### src/verilog/lpif_cfg.svh
// Link widths, PHY channel layout and strobe period macros
`ifndef LPIF_CFG_SVH
`define LPIF_CFG_SVH

//////////////////////////////////////////////////////////////////////
// User side

`define LPIF_DATA_W      64
`define LPIF_CRC_W       8
`define LPIF_WORD_W      88

//////////////////////////////////////////////////////////////////////
// PHY side

`define LPIF_CHAN_N      4
`define LPIF_PHY_W       24
// Payload bits per channel
`define LPIF_LANE_W      22
// In-band bits, channel 0 only
`define LPIF_STB_BIT     23
`define LPIF_MRK_BIT     22

// Strobe repeats every this many words
`define LPIF_STB_PERIOD  8
`define LPIF_CNT_W       32

`endif

### src/verilog/lpif_pkg.sv
// Link word union and user field struct
`include "lpif_cfg.svh"

`default_nettype none

package lpif_pkg;

  //////////////////////////////////////////////////////////////////////
  // User fields, msb first

  typedef struct packed {
    // Fill up to the link word width
    logic [`LPIF_WORD_W-`LPIF_DATA_W-`LPIF_CRC_W-10:0] pad;
    logic [3:0]                                      state;
    logic [1:0]                                      protid;
    logic [`LPIF_DATA_W-1:0]                         data;
    logic                                            dvalid;
    logic [`LPIF_CRC_W-1:0]                          crc;
    logic                                            crc_valid;
    logic                                            valid;
  } lpif_fields_t;

  //////////////////////////////////////////////////////////////////////
  // One link word, seen as lanes or as fields

  typedef union packed {
    // Sliced into PHY lanes
    logic [`LPIF_WORD_W-1:0] raw;
    // Read and written by the user mapping
    lpif_fields_t            fields;
  } lpif_word_u;

endpackage

`default_nettype wire

### src/verilog/lpif_auto_sync.sv
// Online delay counters and in-band strobe/marker generation
`timescale 1ns/100ps
`include "lpif_cfg.svh"

`default_nettype none

module lpif_auto_sync (
  input  logic       clk_wr,
  input  logic       rst,
  input  logic       tx_online,
  input  logic       rx_online,
  input  logic [7:0] delay_x_value,
  input  logic [7:0] delay_xz_value,
  output logic       tx_online_delay,
  output logic       rx_online_delay,
  output logic       tx_stb_bit,
  output logic       tx_mrk_bit
);

  localparam int STB_CNT_W = $clog2(`LPIF_STB_PERIOD);

  // Index 0 is the tx side, index 1 the rx side
  logic       online_in  [2];
  logic [7:0] delay_val  [2];
  logic       online_q   [2];
  logic       online_nxt [2];
  logic [8:0] hold_cnt   [2];

  logic [STB_CNT_W-1:0] word_cnt;

  assign online_in[0] = tx_online;
  assign online_in[1] = rx_online;
  assign delay_val[0] = delay_xz_value;
  assign delay_val[1] = delay_x_value;

  //////////////////////////////////////////////////////////////////////
  // Online hold-off

  for (genvar i = 0; i < 2; i++) begin : g_hold
    // Level comes up once the hold count has run down to zero
    assign online_nxt[i] = online_in[i] & (online_q[i] | (hold_cnt[i] == 9'd0));

    always_ff @(posedge clk_wr) begin
      if (rst) begin
        online_q[i] <= 1'b0;
        hold_cnt[i] <= 9'd0;
      end else begin
        online_q[i] <= online_nxt[i];
        // Reloaded while offline, so every return waits the full delay
        if (!online_in[i]) begin
          hold_cnt[i] <= {1'b0, delay_val[i]} + 9'd1;
        end else if (hold_cnt[i] != 9'd0) begin
          hold_cnt[i] <= hold_cnt[i] - 9'd1;
        end
      end
    end
  end

  assign tx_online_delay = online_q[0];
  assign rx_online_delay = online_q[1];

  //////////////////////////////////////////////////////////////////////
  // Strobe and marker

  // Bits line up with the word on the wire in the same cycle
  always_ff @(posedge clk_wr) begin
    if (rst) begin
      word_cnt   <= '0;
      tx_stb_bit <= 1'b0;
      tx_mrk_bit <= 1'b0;
    end else if (!online_nxt[0]) begin
      word_cnt   <= '0;
      tx_stb_bit <= 1'b0;
      tx_mrk_bit <= 1'b0;
    end else if (!online_q[0]) begin
      // First online word
      word_cnt   <= '0;
      tx_stb_bit <= 1'b1;
      tx_mrk_bit <= 1'b1;
    end else begin
      tx_mrk_bit <= ~tx_mrk_bit;
      if (word_cnt == STB_CNT_W'(`LPIF_STB_PERIOD - 1)) begin
        word_cnt   <= '0;
        tx_stb_bit <= 1'b1;
      end else begin
        word_cnt   <= word_cnt + 1'b1;
        tx_stb_bit <= 1'b0;
      end
    end
  end

endmodule

`default_nettype wire

### src/verilog/lpif_name.sv
// User field mapping into and out of the link word
`timescale 1ns/100ps
`include "lpif_cfg.svh"

`default_nettype none

module lpif_name import lpif_pkg::*; (
  // Downstream fields
  input  logic [3:0]              dstrm_state,
  input  logic [1:0]              dstrm_protid,
  input  logic [`LPIF_DATA_W-1:0] dstrm_data,
  input  logic                    dstrm_dvalid,
  input  logic [`LPIF_CRC_W-1:0]  dstrm_crc,
  input  logic                    dstrm_crc_valid,
  input  logic                    dstrm_valid,

  // Received link word
  input  lpif_word_u              rx_word,

  // Link word to send
  output lpif_word_u              tx_word,

  // Upstream fields
  output logic [3:0]              ustrm_state,
  output logic [1:0]              ustrm_protid,
  output logic [`LPIF_DATA_W-1:0] ustrm_data,
  output logic                    ustrm_dvalid,
  output logic [`LPIF_CRC_W-1:0]  ustrm_crc,
  output logic                    ustrm_crc_valid,
  output logic                    ustrm_valid_raw
);

  //////////////////////////////////////////////////////////////////////
  // Downstream packing

  always_comb begin
    tx_word.fields.pad       = '0;
    tx_word.fields.state     = dstrm_state;
    tx_word.fields.protid    = dstrm_protid;
    tx_word.fields.data      = dstrm_data;
    tx_word.fields.dvalid    = dstrm_dvalid;
    tx_word.fields.crc       = dstrm_crc;
    tx_word.fields.crc_valid = dstrm_crc_valid;
    tx_word.fields.valid     = dstrm_valid;
  end

  //////////////////////////////////////////////////////////////////////
  // Upstream unpacking

  // Pad is dropped on the way back
  assign ustrm_state     = rx_word.fields.state;
  assign ustrm_protid    = rx_word.fields.protid;
  assign ustrm_data      = rx_word.fields.data;
  assign ustrm_dvalid    = rx_word.fields.dvalid;
  assign ustrm_crc       = rx_word.fields.crc;
  assign ustrm_crc_valid = rx_word.fields.crc_valid;
  // Gated by rx online level in the destripe block
  assign ustrm_valid_raw = rx_word.fields.valid;

endmodule

`default_nettype wire

### src/verilog/lpif_tx_stripe.sv
// Transmit striping of the link word over the PHY channels
`timescale 1ns/100ps
`include "lpif_cfg.svh"

`default_nettype none

module lpif_tx_stripe import lpif_pkg::*; (
  input  logic                   clk_wr,
  input  logic                   rst,
  input  lpif_word_u             tx_word,
  input  logic                   tx_online_delay,
  input  logic                   tx_stb_bit,
  input  logic                   tx_mrk_bit,
  output logic [`LPIF_PHY_W-1:0] tx_phy0,
  output logic [`LPIF_PHY_W-1:0] tx_phy1,
  output logic [`LPIF_PHY_W-1:0] tx_phy2,
  output logic [`LPIF_PHY_W-1:0] tx_phy3,
  output logic [`LPIF_CNT_W-1:0] tx_downstream_debug_status
);

  localparam int CTRL_W = `LPIF_PHY_W - `LPIF_LANE_W;

  logic [`LPIF_LANE_W-1:0] lane_q [`LPIF_CHAN_N];
  logic [`LPIF_PHY_W-1:0]  phy_d  [`LPIF_CHAN_N];

  //////////////////////////////////////////////////////////////////////
  // Lane registers

  // Lane k goes to channel k
  always_ff @(posedge clk_wr) begin
    for (int k = 0; k < `LPIF_CHAN_N; k++) begin
      lane_q[k] <= tx_word.raw[k*`LPIF_LANE_W +: `LPIF_LANE_W];
    end
  end

  // Strobe and marker ride on channel 0 only
  for (genvar k = 0; k < `LPIF_CHAN_N; k++) begin : g_chan
    if (k == 0) begin : g_ctrl
      assign phy_d[k] = {tx_stb_bit, tx_mrk_bit, lane_q[k]};
    end else begin : g_data
      assign phy_d[k] = {{CTRL_W{1'b0}}, lane_q[k]};
    end
  end

  //////////////////////////////////////////////////////////////////////
  // PHY outputs

  // Quiet wire until the link is online
  assign tx_phy0 = tx_online_delay ? phy_d[0] : '0;
  assign tx_phy1 = tx_online_delay ? phy_d[1] : '0;
  assign tx_phy2 = tx_online_delay ? phy_d[2] : '0;
  assign tx_phy3 = tx_online_delay ? phy_d[3] : '0;

  // Words sent
  always_ff @(posedge clk_wr) begin
    if (rst) begin
      tx_downstream_debug_status <= '0;
    end else if (tx_online_delay) begin
      tx_downstream_debug_status <= tx_downstream_debug_status + 1'b1;
    end
  end

endmodule

`default_nettype wire

### src/verilog/lpif_rx_destripe.sv
// Receive destriping, valid gating and marker alternation check
`timescale 1ns/100ps
`include "lpif_cfg.svh"

`default_nettype none

module lpif_rx_destripe import lpif_pkg::*; (
  input  logic                   clk_wr,
  input  logic                   rst,
  input  logic [`LPIF_PHY_W-1:0] rx_phy0,
  input  logic [`LPIF_PHY_W-1:0] rx_phy1,
  input  logic [`LPIF_PHY_W-1:0] rx_phy2,
  input  logic [`LPIF_PHY_W-1:0] rx_phy3,
  input  logic                   rx_online_delay,
  input  logic                   ustrm_valid_raw,
  output lpif_word_u             rx_word,
  output logic                   ustrm_valid,
  output logic [`LPIF_CNT_W-1:0] rx_upstream_debug_status
);

  logic [`LPIF_PHY_W-1:0] phy_in [`LPIF_CHAN_N];
  logic                   rx_mrk;
  logic                   mrk_synced;
  logic                   mrk_expect;

  assign phy_in[0] = rx_phy0;
  assign phy_in[1] = rx_phy1;
  assign phy_in[2] = rx_phy2;
  assign phy_in[3] = rx_phy3;

  //////////////////////////////////////////////////////////////////////
  // Word rebuild

  // Payload only, control bits stay behind
  always_ff @(posedge clk_wr) begin
    for (int k = 0; k < `LPIF_CHAN_N; k++) begin
      rx_word.raw[k*`LPIF_LANE_W +: `LPIF_LANE_W] <= phy_in[k][`LPIF_LANE_W-1:0];
    end
  end

  // Other fields pass through, valid does not
  assign ustrm_valid = rx_online_delay & ustrm_valid_raw;

  //////////////////////////////////////////////////////////////////////
  // Marker check

  assign rx_mrk = rx_phy0[`LPIF_MRK_BIT];

  always_ff @(posedge clk_wr) begin
    if (rst) begin
      mrk_synced               <= 1'b0;
      mrk_expect               <= 1'b0;
      rx_upstream_debug_status <= '0;
    end else if (!rx_online_delay) begin
      // Lost sync, error count is kept
      mrk_synced <= 1'b0;
      mrk_expect <= 1'b0;
    end else if (!mrk_synced) begin
      // Lock on first marker seen high
      if (rx_mrk) begin
        mrk_synced <= 1'b1;
        mrk_expect <= 1'b0;
      end
    end else begin
      // Sequence runs on after a miss
      mrk_expect <= ~mrk_expect;
      if (rx_mrk != mrk_expect) begin
        rx_upstream_debug_status <= rx_upstream_debug_status + 1'b1;
      end
    end
  end

endmodule

`default_nettype wire

### src/verilog/lpif_top.sv
// Link endpoint top level
`timescale 1ns/100ps
`include "lpif_cfg.svh"

`default_nettype none

module lpif_top import lpif_pkg::*; (
  input  logic                    clk_wr,
  input  logic                    rst,
  input  logic                    tx_online,
  input  logic                    rx_online,

  // PHY
  output logic [`LPIF_PHY_W-1:0]  tx_phy0,
  output logic [`LPIF_PHY_W-1:0]  tx_phy1,
  output logic [`LPIF_PHY_W-1:0]  tx_phy2,
  output logic [`LPIF_PHY_W-1:0]  tx_phy3,
  input  logic [`LPIF_PHY_W-1:0]  rx_phy0,
  input  logic [`LPIF_PHY_W-1:0]  rx_phy1,
  input  logic [`LPIF_PHY_W-1:0]  rx_phy2,
  input  logic [`LPIF_PHY_W-1:0]  rx_phy3,

  // Downstream
  input  logic [3:0]              dstrm_state,
  input  logic [1:0]              dstrm_protid,
  input  logic [`LPIF_DATA_W-1:0] dstrm_data,
  input  logic                    dstrm_dvalid,
  input  logic [`LPIF_CRC_W-1:0]  dstrm_crc,
  input  logic                    dstrm_crc_valid,
  input  logic                    dstrm_valid,

  // Upstream
  output logic [3:0]              ustrm_state,
  output logic [1:0]              ustrm_protid,
  output logic [`LPIF_DATA_W-1:0] ustrm_data,
  output logic                    ustrm_dvalid,
  output logic [`LPIF_CRC_W-1:0]  ustrm_crc,
  output logic                    ustrm_crc_valid,
  output logic                    ustrm_valid,

  // Debug counters
  output logic [`LPIF_CNT_W-1:0]  tx_downstream_debug_status,
  output logic [`LPIF_CNT_W-1:0]  rx_upstream_debug_status,

  // Online hold-off in cycles
  input  logic [7:0]              delay_x_value,
  input  logic [7:0]              delay_xz_value
);

  //////////////////////////////////////////////////////////////////////
  // Interconnect

  logic       tx_online_delay;
  logic       rx_online_delay;
  logic       tx_stb_bit;
  logic       tx_mrk_bit;
  lpif_word_u tx_word;
  lpif_word_u rx_word;
  logic       ustrm_valid_raw;

  //////////////////////////////////////////////////////////////////////
  // Instances

  lpif_auto_sync lpif_auto_sync_i (
    .clk_wr          (clk_wr),
    .rst             (rst),
    .tx_online       (tx_online),
    .rx_online       (rx_online),
    .delay_x_value   (delay_x_value),
    .delay_xz_value  (delay_xz_value),
    .tx_online_delay (tx_online_delay),
    .rx_online_delay (rx_online_delay),
    .tx_stb_bit      (tx_stb_bit),
    .tx_mrk_bit      (tx_mrk_bit)
  );

  lpif_name lpif_name_i (
    .dstrm_state     (dstrm_state),
    .dstrm_protid    (dstrm_protid),
    .dstrm_data      (dstrm_data),
    .dstrm_dvalid    (dstrm_dvalid),
    .dstrm_crc       (dstrm_crc),
    .dstrm_crc_valid (dstrm_crc_valid),
    .dstrm_valid     (dstrm_valid),
    .rx_word         (rx_word),
    .tx_word         (tx_word),
    .ustrm_state     (ustrm_state),
    .ustrm_protid    (ustrm_protid),
    .ustrm_data      (ustrm_data),
    .ustrm_dvalid    (ustrm_dvalid),
    .ustrm_crc       (ustrm_crc),
    .ustrm_crc_valid (ustrm_crc_valid),
    .ustrm_valid_raw (ustrm_valid_raw)
  );

  lpif_tx_stripe lpif_tx_stripe_i (
    .clk_wr                     (clk_wr),
    .rst                        (rst),
    .tx_word                    (tx_word),
    .tx_online_delay            (tx_online_delay),
    .tx_stb_bit                 (tx_stb_bit),
    .tx_mrk_bit                 (tx_mrk_bit),
    .tx_phy0                    (tx_phy0),
    .tx_phy1                    (tx_phy1),
    .tx_phy2                    (tx_phy2),
    .tx_phy3                    (tx_phy3),
    .tx_downstream_debug_status (tx_downstream_debug_status)
  );

  lpif_rx_destripe lpif_rx_destripe_i (
    .clk_wr                   (clk_wr),
    .rst                      (rst),
    .rx_phy0                  (rx_phy0),
    .rx_phy1                  (rx_phy1),
    .rx_phy2                  (rx_phy2),
    .rx_phy3                  (rx_phy3),
    .rx_online_delay          (rx_online_delay),
    .ustrm_valid_raw          (ustrm_valid_raw),
    .rx_word                  (rx_word),
    .ustrm_valid              (ustrm_valid),
    .rx_upstream_debug_status (rx_upstream_debug_status)
  );

endmodule

`default_nettype wire

### config.mk
export PLATFORM = sky130hd
export DESIGN_NAME = lpif_top
export DESIGN_NICKNAME = d
export VERILOG_FILES = /design/src/verilog/lpif_pkg.sv /design/src/verilog/lpif_auto_sync.sv /design/src/verilog/lpif_name.sv /design/src/verilog/lpif_tx_stripe.sv /design/src/verilog/lpif_rx_destripe.sv /design/src/verilog/lpif_top.sv
export VERILOG_INCLUDE_DIRS = /design/src /design/src/verilog
export SDC_FILE = /design/constraint.sdc
export NUM_CORES = 1
export LEC_CHECK = 0
export ABC_AREA = 1
export BUFFER_PORTS_ARGS = -buffer_cell sky130_fd_sc_hd__buf_2
export CORE_AREA = 2 2 170 172
export DETAILED_ROUTE_END_ITERATION = 16
export DIE_AREA = 0 0 172 174
export HOLD_SLACK_MARGIN = 0.06
export PLACE_DENSITY = 0.61
export SETUP_SLACK_MARGIN = 0.02
export SLEW_MARGIN = 20
export SYNTH_ARGS = -nofsm -noshare
export SYNTH_HDL_FRONTEND = slang
export SYNTH_SLANG_ARGS = --single-unit
### constraint.sdc
create_clock -name clk_wr -period 2.4 [get_ports clk_wr]
set_input_delay 0.12 -clock clk_wr [delete_from_list [all_inputs] [get_ports clk_wr]]
set_output_delay 0.12 -clock clk_wr [all_outputs]
set_load 0.01 [all_outputs]
== Word level (Yosys, flattened, before mapping) ==
Memory sizes are Yosys's and may differ from the RTL's.
Index checks and enable logic that the tools add are counted.

* Reduce and logical (&&, ||, !) cells: 9
* Equal/unequal tests: 2
* Mux-type cells: 34
* Bitwise operators: 16
* Add/sub/neg operators: 7

{| class="wikitable"
|+ Operators with widths
! cell !! count
|-
| 22-bit two-way mux || 3
|-
| 32-bit by 1-bit adder with 32-bit output (second input constant) || 2
|-
| 9-bit two-way mux || 4
|-
| 1-bit two-way mux || 26
|-
| 24-bit two-way mux || 1
|-
| 8-bit by 1-bit adder with 9-bit output (second input constant) || 2
|-
| 9-bit zero test || 2
|-
| 9-bit nonzero test || 2
|-
| 9-bit by 1-bit subtractor with 9-bit output (second input constant) || 2
|-
| 1-bit OR || 8
|-
| 1-bit inverter || 5
|-
| 2-bit OR reduction || 2
|-
| 4-bit OR reduction || 1
|-
| 3-bit by 1-bit adder with 3-bit output (second input constant) || 1
|-
| 1-bit AND || 3
|-
| 3-bit == test (second input constant) || 1
|-
| 3-bit AND reduction || 1
|-
| 2-bit nonzero test || 1
|-
| 1-bit inequality test || 1
|}

* Input port bits: 197
* Memories: 3
* Output and inout bits: 241
* Bits in writable memories: 108
* Logic and storage cells: 79
* Register bits: 152

{| class="wikitable"
|+ Memories
! name !! depth !! width !! read ports !! clocked after memory_dff !! write ports !! RTL line !! text
|-
| lpif_tx_stripe_i.lane_q || 4 || 22 || 4 || 0 || 4 || lpif_tx_stripe.sv:23 || <nowiki>logic [`LPIF_LANE_W-1:0] lane_q [`LPIF_CHAN_N];</nowiki>
|-
| lpif_auto_sync_i.hold_cnt || 2 || 9 || 2 || 0 || 2 || lpif_auto_sync.sv:27 || <nowiki>logic [8:0] hold_cnt [2];</nowiki>
|-
| lpif_auto_sync_i.online_q || 2 || 1 || 2 || 0 || 2 || lpif_auto_sync.sv:25 || <nowiki>logic online_q [2];</nowiki>
|}

== Depth between registers and ports, before layout ==
Gate-level depths: netlist of the first run.
An unclocked memory read counts as a cell.

* Word-level depth: 7
* Mapped depth: 10
* Depth with buffers taken out: 10

== Hierarchy ==
A second synthesis of the first run with hierarchy kept.

* Cells, all modules: 1352
* Area, all modules: 11014.3 um^2

{| class="wikitable"
|+ By module, submodules not included
! module !! times used !! sequential area each (um^2) !! cells each !! area each (um^2)
|-
| lpif_tx_stripe || 1 || 2402.3 || 554 || 4294.1
|-
| lpif_rx_destripe || 1 || 2442.3 || 397 || 3758.6
|-
| lpif_auto_sync || 1 || 680.7 || 231 || 1689.1
|-
| lpif_name || 1 || 0.0 || 170 || 1272.5
|}

== Least setup slack after synthesis of the first run ==
Ideal clock, no wire load.

* Path type: reg-to-reg
* From: memory lpif_auto_sync_i.hold_cnt[1][0]
* To: memory lpif_auto_sync_i.hold_cnt[1][2] (data pin)
* Period minus slack after synthesis: 1.600 ns
* Buffers on the path: 1
* Arrival: 1.345 ns
* Slack: 0.800 ns
* Required time: 2.145 ns
* Library setup time: 0.255 ns
* Cell stages (with the launch flop): 11
* Path through: edfxtp_1 -> inv_1 -> ha_1 -> nand2_1 -> nor2_2 -> nand3b_1 -> nand2_2 -> buf_4 -> o21ai_0 -> o21ai_0 -> inv_1

{| class="wikitable"
|+ RTL lines
! element !! RTL line
|-
| from (decl) || lpif_auto_sync.sv:27
|}

==> results.sh, run 1 <==
export IMPL_irDropWorstVdd_mv=0.8411
export IMPL_powerDensity_nw_per_um2=719.6
export IMPL_cp_max_fo=3
export IMPL_cts_num_sinks=253
export IMPL_cts_root_buf="clkbuf_16"
export IMPL_die_width_um=172
export IMPL_synth_xor_area_share_pct=2.980
export IMPL_pwr_share_clk_pct=43.2
export IMPL_vias_per_cell=4.318
export IMPL_status="finished clean"
export IMPL_path_cells="inv_1 > ha_1 > nand3_1 > nor2_1 > nand2_1 > nand3_1 > o31ai_1 > dlygate4sd3_1"
export IMPL_grt_pass1_vias=9217
export IMPL_cap_violations=0
export IMPL_grt_util_met2_pct=35.39
export IMPL_synth_fa_ha_area_share_pct=1.098
export IMPL_synth_top_family_by_area="simple AND/OR/NAND/NOR gates"
export IMPL_hold_viol=0
export IMPL_synth_compound_gate_area_share_pct=3.845
export IMPL_synth_seq_cells=253
export IMPL_critical_path_max_stage_delay_ps=560
export IMPL_ys_flop_type="dfxtp_1"
export IMPL_fin_tns_setup_ps=0
export IMPL_grt_pass1_wl_mm=48.71
export IMPL_critPathCaptureType="register"
export IMPL_top_usage_layer="met2"
export IMPL_drive_above_1_share_pct=28.52
export IMPL_syn_inst=1099
export IMPL_finalPower_mw=10.31
export IMPL_die_area_um2=29930
export IMPL_period_share_pct=85.10
export IMPL_power_leakage_nw=7.441
export IMPL_cts_tree="done"
export IMPL_clockBufferDepth=3
export IMPL_synth_cell_type_count=37
export IMPL_holdBufCountCts=180
export IMPL_grt_max_degree=86
export IMPL_synthArstFlopShare_pct=0
export IMPL_rsz0062_at_grt="false"
export IMPL_path_class="register to register"
export IMPL_use_met3_pct=5.351
export IMPL_num_vias=9116
export IMPL_cts_resized=0
export IMPL_drv_slew=0
export IMPL_ys_seq_area_share_pct=57.56
export IMPL_start_util_pct=32.27
export IMPL_place_congestion=0.8790
export IMPL_timing_fmax_ghz=0.4896
export IMPL_met1_usage_pct=23.78
export IMPL_antenna_found_initial=2
export IMPL_clock_latency_ps=540
export IMPL_crit_arrival_ps=2320
export IMPL_drc=0
export IMPL_critPathRequiredTime_ps=2680
export IMPL_avgSynthCellArea_um2=8.292
export IMPL_fin_nets=1908
export IMPL_pwr_share_comb_pct=12.3
export IMPL_seq_power_share_pct=44.5
export IMPL_numCtsBuffers=28
export IMPL_ant_nets=0
export IMPL_drt_total_wl_mm=31.90
export IMPL_synthMuxAreaShare_pct=0
export IMPL_num_rows=62
export IMPL_cts_htree_levels=1
export IMPL_intPower_mw=7.740
export IMPL_core_area_um2=28240
export IMPL_wire_per_inst_um=15.11
export IMPL_grt_use_total_pct=20.76
export IMPL_syn_area_um2=9112
export IMPL_drt_iter0_markers=401
export IMPL_drtPass1Iterations=5
export IMPL_setup_viol=0
export IMPL_die_y_um=174
export IMPL_syn_to_final_growth_pct=57.20
export IMPL_ys_warn_count=0
export IMPL_crit_slowest_cell="dlygate4sd3_1"
export IMPL_fin_skew_ps=10.25
export IMPL_cpMostUsedCell="nand3_1"
export IMPL_clk_pin_slew_worst_paths_ps=60
export IMPL_dp_hpwl_mm=22.74
export IMPL_synth_edff_count=18
export IMPL_gr_total_overflow=0
export IMPL_synth_simple_area_share_pct=24.56
export IMPL_ios=438
export IMPL_switching_share_pct=24.92
export IMPL_period_minus_slack_ps=2042
export IMPL_port_buffers=410
export IMPL_p_sw_mw=2.569
export IMPL_fin_hold_ws_ps=118.9
export IMPL_cts_setup_buffers=0
export IMPL_startpoint_type="register"
export IMPL_hold_path_class="input port to register"
final cells by class:
type | count | area [um^2]
flip-flops and latches | 253 | 5249
repair buffers | 593 | 3889
clock buffers | 38 | 799.5
clock inverters | 14 | 161.4
multi-input cells | 632 | 3009
diodes | 2 | 5.005
fillers | 2654 | 13910
inverters | 195 | 732.0
well taps | 384 | 480.5
registers in the layout, indices dropped and copies added, names as in the netlist:
signal                                       count
lpif_rx_destripe_i.rx_word                      81
lpif_tx_stripe_i.lane_q                         81
lpif_rx_destripe_i.rx_upstream_debug_status     32
lpif_tx_stripe_i.tx_downstream_debug_status     32
lpif_auto_sync_i.hold_cnt                       18
lpif_auto_sync_i.word_cnt                        3
lpif_auto_sync_i.online_q                        2
lpif_auto_sync_i.tx_mrk_bit                      1
lpif_auto_sync_i.tx_stb_bit                      1
lpif_rx_destripe_i.mrk_expect                    1
lpif_rx_destripe_i.mrk_synced                    1
worst max-delay path: cells and delay by family, from the launching register on:
| kind | cells | cell delay, ps |
|---|---|---|
| compound gates | 1 | 80 |
| flops | 1 | 390 |
| fa+ha+maj | 1 | 220 |
| buf+inv | 2 | 670 |
| simple gates | 4 | 420 |
synth_stat cells, types with 2 or more instances:
master / instances / area share, %
ha_1: 8 / 1.1
clkbuf_1: 13 / 0.54
nor3_2: 2 / 0.22
nor2_1: 146 / 6.0
nor3b_1: 2 / 0.16
xnor2_1: 12 / 1.2
o21ai_1: 5 / 0.27
nand4_1: 24 / 1.6
o21bai_1: 3 / 0.25
a21oi_1: 24 / 1.3
o21a_1: 2 / 0.16
nand3b_1: 5 / 0.41
edfxtp_1: 18 / 5.9
buf_1: 2 / 0.082
inv_1: 191 / 7.9
xor2_1: 19 / 1.8
nor2_4: 6 / 0.74
dfxtp_1: 235 / 52
buf_2: 2 / 0.11
nand3_1: 53 / 2.9
nor2_2: 8 / 0.55
nand2_1: 239 / 9.8
o21ai_0: 25 / 1.4
o22ai_1: 3 / 0.21
buf_4: 14 / 1.2
inv_2: 4 / 0.16
nand2_2: 7 / 0.48
nor3_1: 18 / 0.99
cell families after synthesis:
kind of cell,after synthesis
AND/OR/NAND/NOR,515
flip-flops,253
buffers and inverters,226
AO/OA/AOI/OAI,65
XOR/XNOR,31
adder cells (fa/ha/maj),8
other,1
metal layers:
metal | share of wire (%) | wire length [um]
met2 | 48 | 15220
met1 | 40 | 12740
met4 | 5.7 | 1805
met3 | 6.7 | 2142
met5 | 0 | 0
worst paths after layout:
| check | end | cells after the start | from | slack (ps) |
|---|---|---|---|---|
| worst max-delay path | lpif_auto_sync_i.hold_cnt[0][8] | 8 | lpif_auto_sync_i.hold_cnt[0][0] | 360 |
| worst max register to register | lpif_auto_sync_i.hold_cnt[0][8] | 8 | lpif_auto_sync_i.hold_cnt[0][0] | 360 |
| worst min-delay path | lpif_auto_sync_i.hold_cnt[1][2] | 5 | delay_x_value[2] | 120 |
| worst min register to register | lpif_auto_sync_i.word_cnt[0] | 1 | lpif_auto_sync_i.word_cnt[0] | 420 |
metrics by stage:
step	worst slack (ps)	utilization (%)	instances	instance area, um^2
2_1_floorplan	799.5	-	1111	9158
3_3_place_gp	609.4	40.93	1877	11560
3_5_place_dp	561.7	40.93	1877	11560
4_1_cts	360.2	50.71	2109	14320
5_1_grt	296.4	50.72	2110	14320
6_report	357.6	50.73	2111	14330
placed cells by master, fill, tap and decap left out, types with 5 or more instances in the layout:
master,instances
nand3b_1,5
a21oi_1,24
nor2_1,146
edfxtp_1,18
xor2_1,19
nand2_1,239
nor2_4,6
clkbuf_16,29
clkbuf_1,5
dlygate4sd3_1,180
clkinv_2,5
o21ai_1,5
ha_1,8
conb_1,13
xnor2_1,12
clkinvlp_4,5
nand4_1,24
buf_2,410
nor3_1,18
nand3_1,53
inv_1,191
o21ai_0,25
nor2_2,8
nand2_2,7
dfxtp_1,234
power groups by stage:
stage          clock network [mW]  logic, mW  registers, mW
3_5_place_dp                    0       1.01           4.68
2_1_floorplan                   0      0.523           4.69
6_report                     4.46       1.26           4.59
5_1_grt                      4.73       1.38           4.61
4_1_cts                      4.53       1.25           4.59
3_3_place_gp                    0       1.00           4.67
Power figures use the tool's default switching activity.
==> inputs of run 2 (changes only) <==
--- a/config.mk
+++ b/config.mk
@@ -12,9 +12,11 @@
 export DETAILED_ROUTE_END_ITERATION = 16
 export DIE_AREA = 0 0 172 174
 export HOLD_SLACK_MARGIN = 0.06
+export MAX_ROUTING_LAYER = met4
 export PLACE_DENSITY = 0.61
-export SETUP_SLACK_MARGIN = 0.02
+export SETUP_SLACK_MARGIN = 0.15
 export SLEW_MARGIN = 20
 export SYNTH_ARGS = -nofsm -noshare
 export SYNTH_HDL_FRONTEND = slang
 export SYNTH_SLANG_ARGS = --single-unit
+export TNS_END_PERCENT = 50
==> results.sh, run 2 (same netlist as run 1, synthesis figures left out) <==
export IMPL_start_util_pct=32.27
export IMPL_holdPathEnd="lpif_auto_sync_i.hold_cnt[1][2]"
export IMPL_drv_slew=0
export IMPL_timing_rr_start="lpif_auto_sync_i.hold_cnt[0][0]"
export IMPL_crit_cells=8
export IMPL_clockBufferDepth=3
export IMPL_cts_setup_buffers=0
export IMPL_pwr_share_clk_pct=43.2
export IMPL_intPower_mw=7.740
export IMPL_fin_tns_setup_ps=0
export IMPL_cts_root_buf="clkbuf_16"
export IMPL_critical_path_max_stage_delay_ps=560
export IMPL_clock_latency_ps=540
export IMPL_place_congestion=0.8935
export IMPL_period_minus_slack_ps=2039
export IMPL_drt_iter0_markers=410
export IMPL_ios=438
export IMPL_path_class="register to register"
export IMPL_critPathCaptureType="register"
export IMPL_critPathRequiredTime_ps=2680
export IMPL_cap_violations=0
export IMPL_period_share_pct=84.96
export IMPL_irDropWorstVdd_mv=0.8457
export IMPL_drive_above_1_share_pct=28.52
export IMPL_seq_power_share_pct=44.6
export IMPL_die_y_um=174
export IMPL_critical_path_top_delay_family="buffers and inverters"
export IMPL_drt_total_wl_mm=31.83
export IMPL_antenna_found_initial=2
export IMPL_fin_nets=1908
export IMPL_cts_tree="done"
export IMPL_timing_fmax_ghz=0.4904
export IMPL_powerDensity_nw_per_um2=719.3
export IMPL_cp_max_fo=3
export IMPL_grt_pass1_wl_mm=48.62
export IMPL_hold_viol=0
export IMPL_min_from="delay_x_value[2]"
export IMPL_ant_nets=0
export IMPL_min_path_cells=5
export IMPL_wire_per_inst_um=15.08
export IMPL_port_buffers=410
export IMPL_die_width_um=172
export IMPL_drtPass1Iterations=5
export IMPL_fin_hold_ws_ps=118.4
export IMPL_clk_pin_slew_worst_paths_ps=60
export IMPL_core_area_um2=28240
export IMPL_cts_resized=0
export IMPL_num_vias=9102
export IMPL_crit_arrival_ps=2320
export IMPL_path_cells="inv_1 > ha_1 > nand3_1 > nor2_1 > nand2_1 > nand3_1 > o31ai_1 > dlygate4sd3_1"
export IMPL_pwr_share_comb_pct=12.3
export IMPL_vias_per_cell=4.312
export IMPL_most_common_layout_cells="buf_2 (410), nand2_1 (239), dfxtp_1 (234), inv_1 (191), dlygate4sd3_1 (180)"
export IMPL_die_area_um2=29930
export IMPL_status="finished clean"
export IMPL_drc=0
export IMPL_gr_total_overflow=0
export IMPL_syn_to_final_growth_pct=57.20
export IMPL_r2r_end="lpif_auto_sync_i.hold_cnt[0][8]"
export IMPL_cts_num_sinks=253
export IMPL_setup_viol=0
export IMPL_holdBufCountCts=180
export IMPL_crit_slowest_cell="dlygate4sd3_1"
export IMPL_switching_share_pct=24.88
export IMPL_worstRegToRegCells=8
export IMPL_dp_hpwl_mm=22.74
export IMPL_fin_skew_ps=9.443
export IMPL_cts_htree_levels=1
export IMPL_grt_pass1_vias=9219
export IMPL_critPathBufInv=2
export IMPL_grt_use_total_pct=21.38
export IMPL_startpoint_type="register"
export IMPL_power_leakage_nw=7.441
export IMPL_finalPower_mw=10.30
export IMPL_cpMostUsedCell="nand3_1"
export IMPL_grt_max_degree=86
export IMPL_numCtsBuffers=28
export IMPL_p_sw_mw=2.564
export IMPL_rrSetupSlack_ps=360
export IMPL_hold_path_class="input port to register"
export IMPL_num_rows=62
export IMPL_mostFrequentLayoutCell="buf_2"
export IMPL_rsz0062_at_grt="false"
==> run 2: cell counts in the layout (fill, tap and decap cells not counted) <==
Identical to the previous run, type by type.
==> run 2: worst max path at each step <==
stage	from	to	slack (ps)
2_1_floorplan	lpif_auto_sync_i.hold_cnt[1][0]	lpif_auto_sync_i.hold_cnt[1][2]	800
3_3_place_gp	lpif_auto_sync_i.hold_cnt[1][0]	lpif_auto_sync_i.hold_cnt[1][3]	610
3_5_place_dp	lpif_auto_sync_i.hold_cnt[1][0]	lpif_auto_sync_i.hold_cnt[1][3]	560
4_1_cts	lpif_auto_sync_i.hold_cnt[0][0]	lpif_auto_sync_i.hold_cnt[0][8]	360
5_1_grt	lpif_auto_sync_i.hold_cnt[0][0]	lpif_auto_sync_i.hold_cnt[0][8]	300
6_report	lpif_auto_sync_i.hold_cnt[0][0]	lpif_auto_sync_i.hold_cnt[0][8]	360
==> run 2: power groups by stage <==
stage	registers [mW]	clock network (mW)	logic (mW)
after floorplan	4.69	0	0.523
after global placement	4.67	0	1.00
after detailed placement	4.68	0	1.01
after CTS	4.59	4.53	1.25
after global routing	4.61	4.73	1.38
final	4.59	4.45	1.26
==> run 2: tightest hold or removal path: stages <==
cell	delay, ps
buf_2	100
xnor2_1	60
o21ai_0	130
o21ai_0	90
inv_1	50
==> run 2: per-stage QoR <==
stage                     instances  instance area (um^2)  setup WS, ps  util [%]
final                          2111                 14330         360.9     50.73
after global routing           2111                 14330         296.4     50.73
after CTS                      2109                 14320         360.2     50.71
after detailed placement       1877                 11560         561.7     40.93
after global placement         1877                 11560         609.4     40.93
after floorplan                1111                  9158         799.5         -
==> run 2: layout make-up <==
cell class,count,area [um^2]
fillers,2654,13910
flip-flops and latches,253,5249
clock buffers,38,799.5
repair buffers,593,3889
multi-input cells,632,3009
clock inverters,14,161.4
inverters,195,732.0
well taps,384,480.5
diodes,2,5.005
==> run 2: layer usage <==
metal | routed length [um] | vias up | part of all wire [%] | GRT usage (%)
met1 | 12890 | 4148 | 41 | 24.31
met3 | 1873 | 90 | 5.9 | 4.508
met2 | 15270 | 315 | 48 | 35.41
met4 | 1791 | 0 | 5.6 | 10.78
met5 | 0 | - | 0 | -
li1 | - | 4549 | - | -
==> inputs of run 3 (changes only) <==
--- a/config.mk
+++ b/config.mk
@@ -8,12 +8,12 @@
 export LEC_CHECK = 0
 export ABC_AREA = 1
 export BUFFER_PORTS_ARGS = -buffer_cell sky130_fd_sc_hd__buf_2
-export CORE_AREA = 2 2 170 172
+export CORE_AREA = 2 2 172 174
 export DETAILED_ROUTE_END_ITERATION = 16
-export DIE_AREA = 0 0 172 174
+export DIE_AREA = 0 0 174 176
 export HOLD_SLACK_MARGIN = 0.06
 export MAX_ROUTING_LAYER = met4
-export PLACE_DENSITY = 0.61
+export PLACE_DENSITY = 0.59
 export SETUP_SLACK_MARGIN = 0.15
 export SLEW_MARGIN = 20
 export SYNTH_ARGS = -nofsm -noshare
==> constraint.sdc (replaced) <==
create_clock -name clk_wr -period 2.1 [get_ports clk_wr]
set_input_delay 0.105 -clock clk_wr [delete_from_list [all_inputs] [get_ports clk_wr]]
set_output_delay 0.105 -clock clk_wr [all_outputs]
set_load 0.01 [all_outputs]
==> results.sh, run 3 (same netlist as run 1, synthesis figures left out) <==
export IMPL_die_width_um=174
export IMPL_fin_nets=1916
export IMPL_cts_num_sinks=253
export IMPL_die_area_um2=30620
export IMPL_gr_total_overflow=0
export IMPL_crit_slowest_cell="dfxtp_4"
export IMPL_cts_tree="done"
export IMPL_fin_tns_setup_ps=0
export IMPL_powerDensity_nw_per_um2=853.2
export IMPL_power_leakage_nw=7.543
export IMPL_cts_htree_levels=1
export IMPL_clock_latency_ps=540
export IMPL_drt_total_wl_mm=32.96
export IMPL_critPathCaptureType="primary output"
export IMPL_drive_above_1_share_pct=28.91
export IMPL_status="finished clean"
export IMPL_grt_pass1_vias=9476
export IMPL_drc=0
export IMPL_clk_pin_slew_worst_paths_ps=60
export IMPL_crit_arrival_ps=1670
export IMPL_rsz0062_at_grt="true"
export IMPL_hold_path_class="input port to register"
export IMPL_wire_per_inst_um=15.49
export IMPL_vias_per_cell=4.302
export IMPL_cts_root_buf="clkbuf_16"
export IMPL_period_share_pct=84.72
export IMPL_path_class="register to primary output"
export IMPL_design_area_um2=14540
export IMPL_core_area_um2=28550
export IMPL_period_minus_slack_ps=1779
export IMPL_clockBufferDepth=3
export IMPL_start_util_pct=31.92
export IMPL_syn_to_final_growth_pct=59.51
export IMPL_tightest_slew_ps=575.8
export IMPL_fin_cells=2128
export IMPL_startpoint_type="register"
export IMPL_drv_slew=0
export IMPL_relSlewSlack_pct=61.47
export IMPL_drt_iter0_markers=467
export IMPL_mostFrequentLayoutCell="buf_2"
export IMPL_dpl_cell_area_um2=11560
export IMPL_grt_use_total_pct=21.69
export IMPL_fin_skew_ps=6.469
export IMPL_dp_hpwl_mm=23.40
export IMPL_critPathRequiredTime_ps=2000
export IMPL_hold_viol=0
export IMPL_num_rows=62
export IMPL_critical_path_max_stage_delay_ps=410
export IMPL_place_congestion=0.8450
export IMPL_drtPass1Iterations=4
export IMPL_most_common_layout_cells="buf_2 (410), nand2_1 (239), dfxtp_1 (234), inv_1 (191), dlygate4sd3_1 (181)"
export IMPL_grt_pass1_wl_mm=50.80
export IMPL_path_cells="buf_12 > nand2_1 > inv_1 > buf_2"
export IMPL_fillers=2663
export IMPL_die_y_um=176
export IMPL_antenna_found_initial=9
export IMPL_timing_fmax_ghz=0.5620
export IMPL_grt_max_degree=86
export IMPL_ant_nets=0
export IMPL_port_buffers=410
export IMPL_cap_violations=0
export IMPL_numCtsBuffers=29
export IMPL_setup_viol=0
export IMPL_ios=438
export IMPL_cp_max_fo=85
export IMPL_critPathBufInv=3
export IMPL_critical_path_top_delay_family="buffers and inverters"
export IMPL_irDropWorstVdd_mv=0.8639
export IMPL_dp_cells=1877
export IMPL_num_vias=9155
[run 3: cell types whose count changed in the layout (fill, tap and decap cells not counted)]
cell	delta
clkinvlp_4	-3
clkinv_4	-1
diode_2	+9
clkbuf_16	+2
nand2_4	+1
clkbuf_1	-2
clkbuf_8	+2
bufinv_16	+3
dlygate4sd3_1	+1
buf_4	+5
[run 3: layout make-up]
type                            count  area, um^2  area share [%]
Sequential cell                   253        5249           36.11
Timing Repair Buffer              599        3936           27.08
Multi-Input combinational cell    633        3020           20.78
Clock buffer                       40       869.6           5.983
Inverter                          195       732.0           5.036
Tap cell                          384       480.5           3.305
Clock inverter                     13       220.2           1.515
Antenna cell                       11       27.53          0.1894
[run 3: per-layer routing]
| metal | GRT usage, % | vias to the layer above | wire, um |
|---|---|---|---|
| li1 | - | 4578 | - |
| met1 | 23.91 | 4132 | 12860 |
| met2 | 36.21 | 330 | 15720 |
| met3 | 4.716 | 115 | 2124 |
| met4 | 12.96 | 0 | 2258 |
| met5 | - | - | 0 |
[run 3: path summary, 6_finish.rpt]
path | from | to | slack [ps] | cells past startpoint
max | lpif_auto_sync_i.online_q[0] | tx_phy2[6] | 320 | 4
min | delay_x_value[2] | lpif_auto_sync_i.hold_cnt[1][2] | 100 | 5
max reg2reg | lpif_auto_sync_i.hold_cnt[1][0] | lpif_auto_sync_i.hold_cnt[1][8] | 330 | 9
min reg2reg | lpif_auto_sync_i.word_cnt[0] | lpif_auto_sync_i.word_cnt[0] | 430 | 1
[run 3: what timing repair did]
action                     CTS  global route
hold endpoints to repair   188             0
setup endpoints to repair    0            20
hold buffers               181             0
buffers inserted             0             5
gates resized for setup      0             1
[run 3: power by group]
part           internal [mW]  switching (mW)
sequential              5.13           0.115
clock                   3.62            2.06
combinational          0.697           0.784
total                   9.44            2.96
[run 3: stage by stage]
stage	power, mW	worst slack (ps)	utilization [%]	hold slack (ps)
floorplan	5.961	499.5	-	132.7
global placement	6.495	315.2	40.48	207.4
detailed placement	6.515	259.9	40.48	208.6
CTS	12.46	244.4	50.65	74.69
global route	12.89	110.5	50.91	143.7
finish	12.40	320.8	50.92	97.95
[run 3: worst min-delay path: stages]
cell	delay [ps]
buf_2	110
xnor2_1	70
o21ai_0	130
o21ai_0	70
inv_1	50
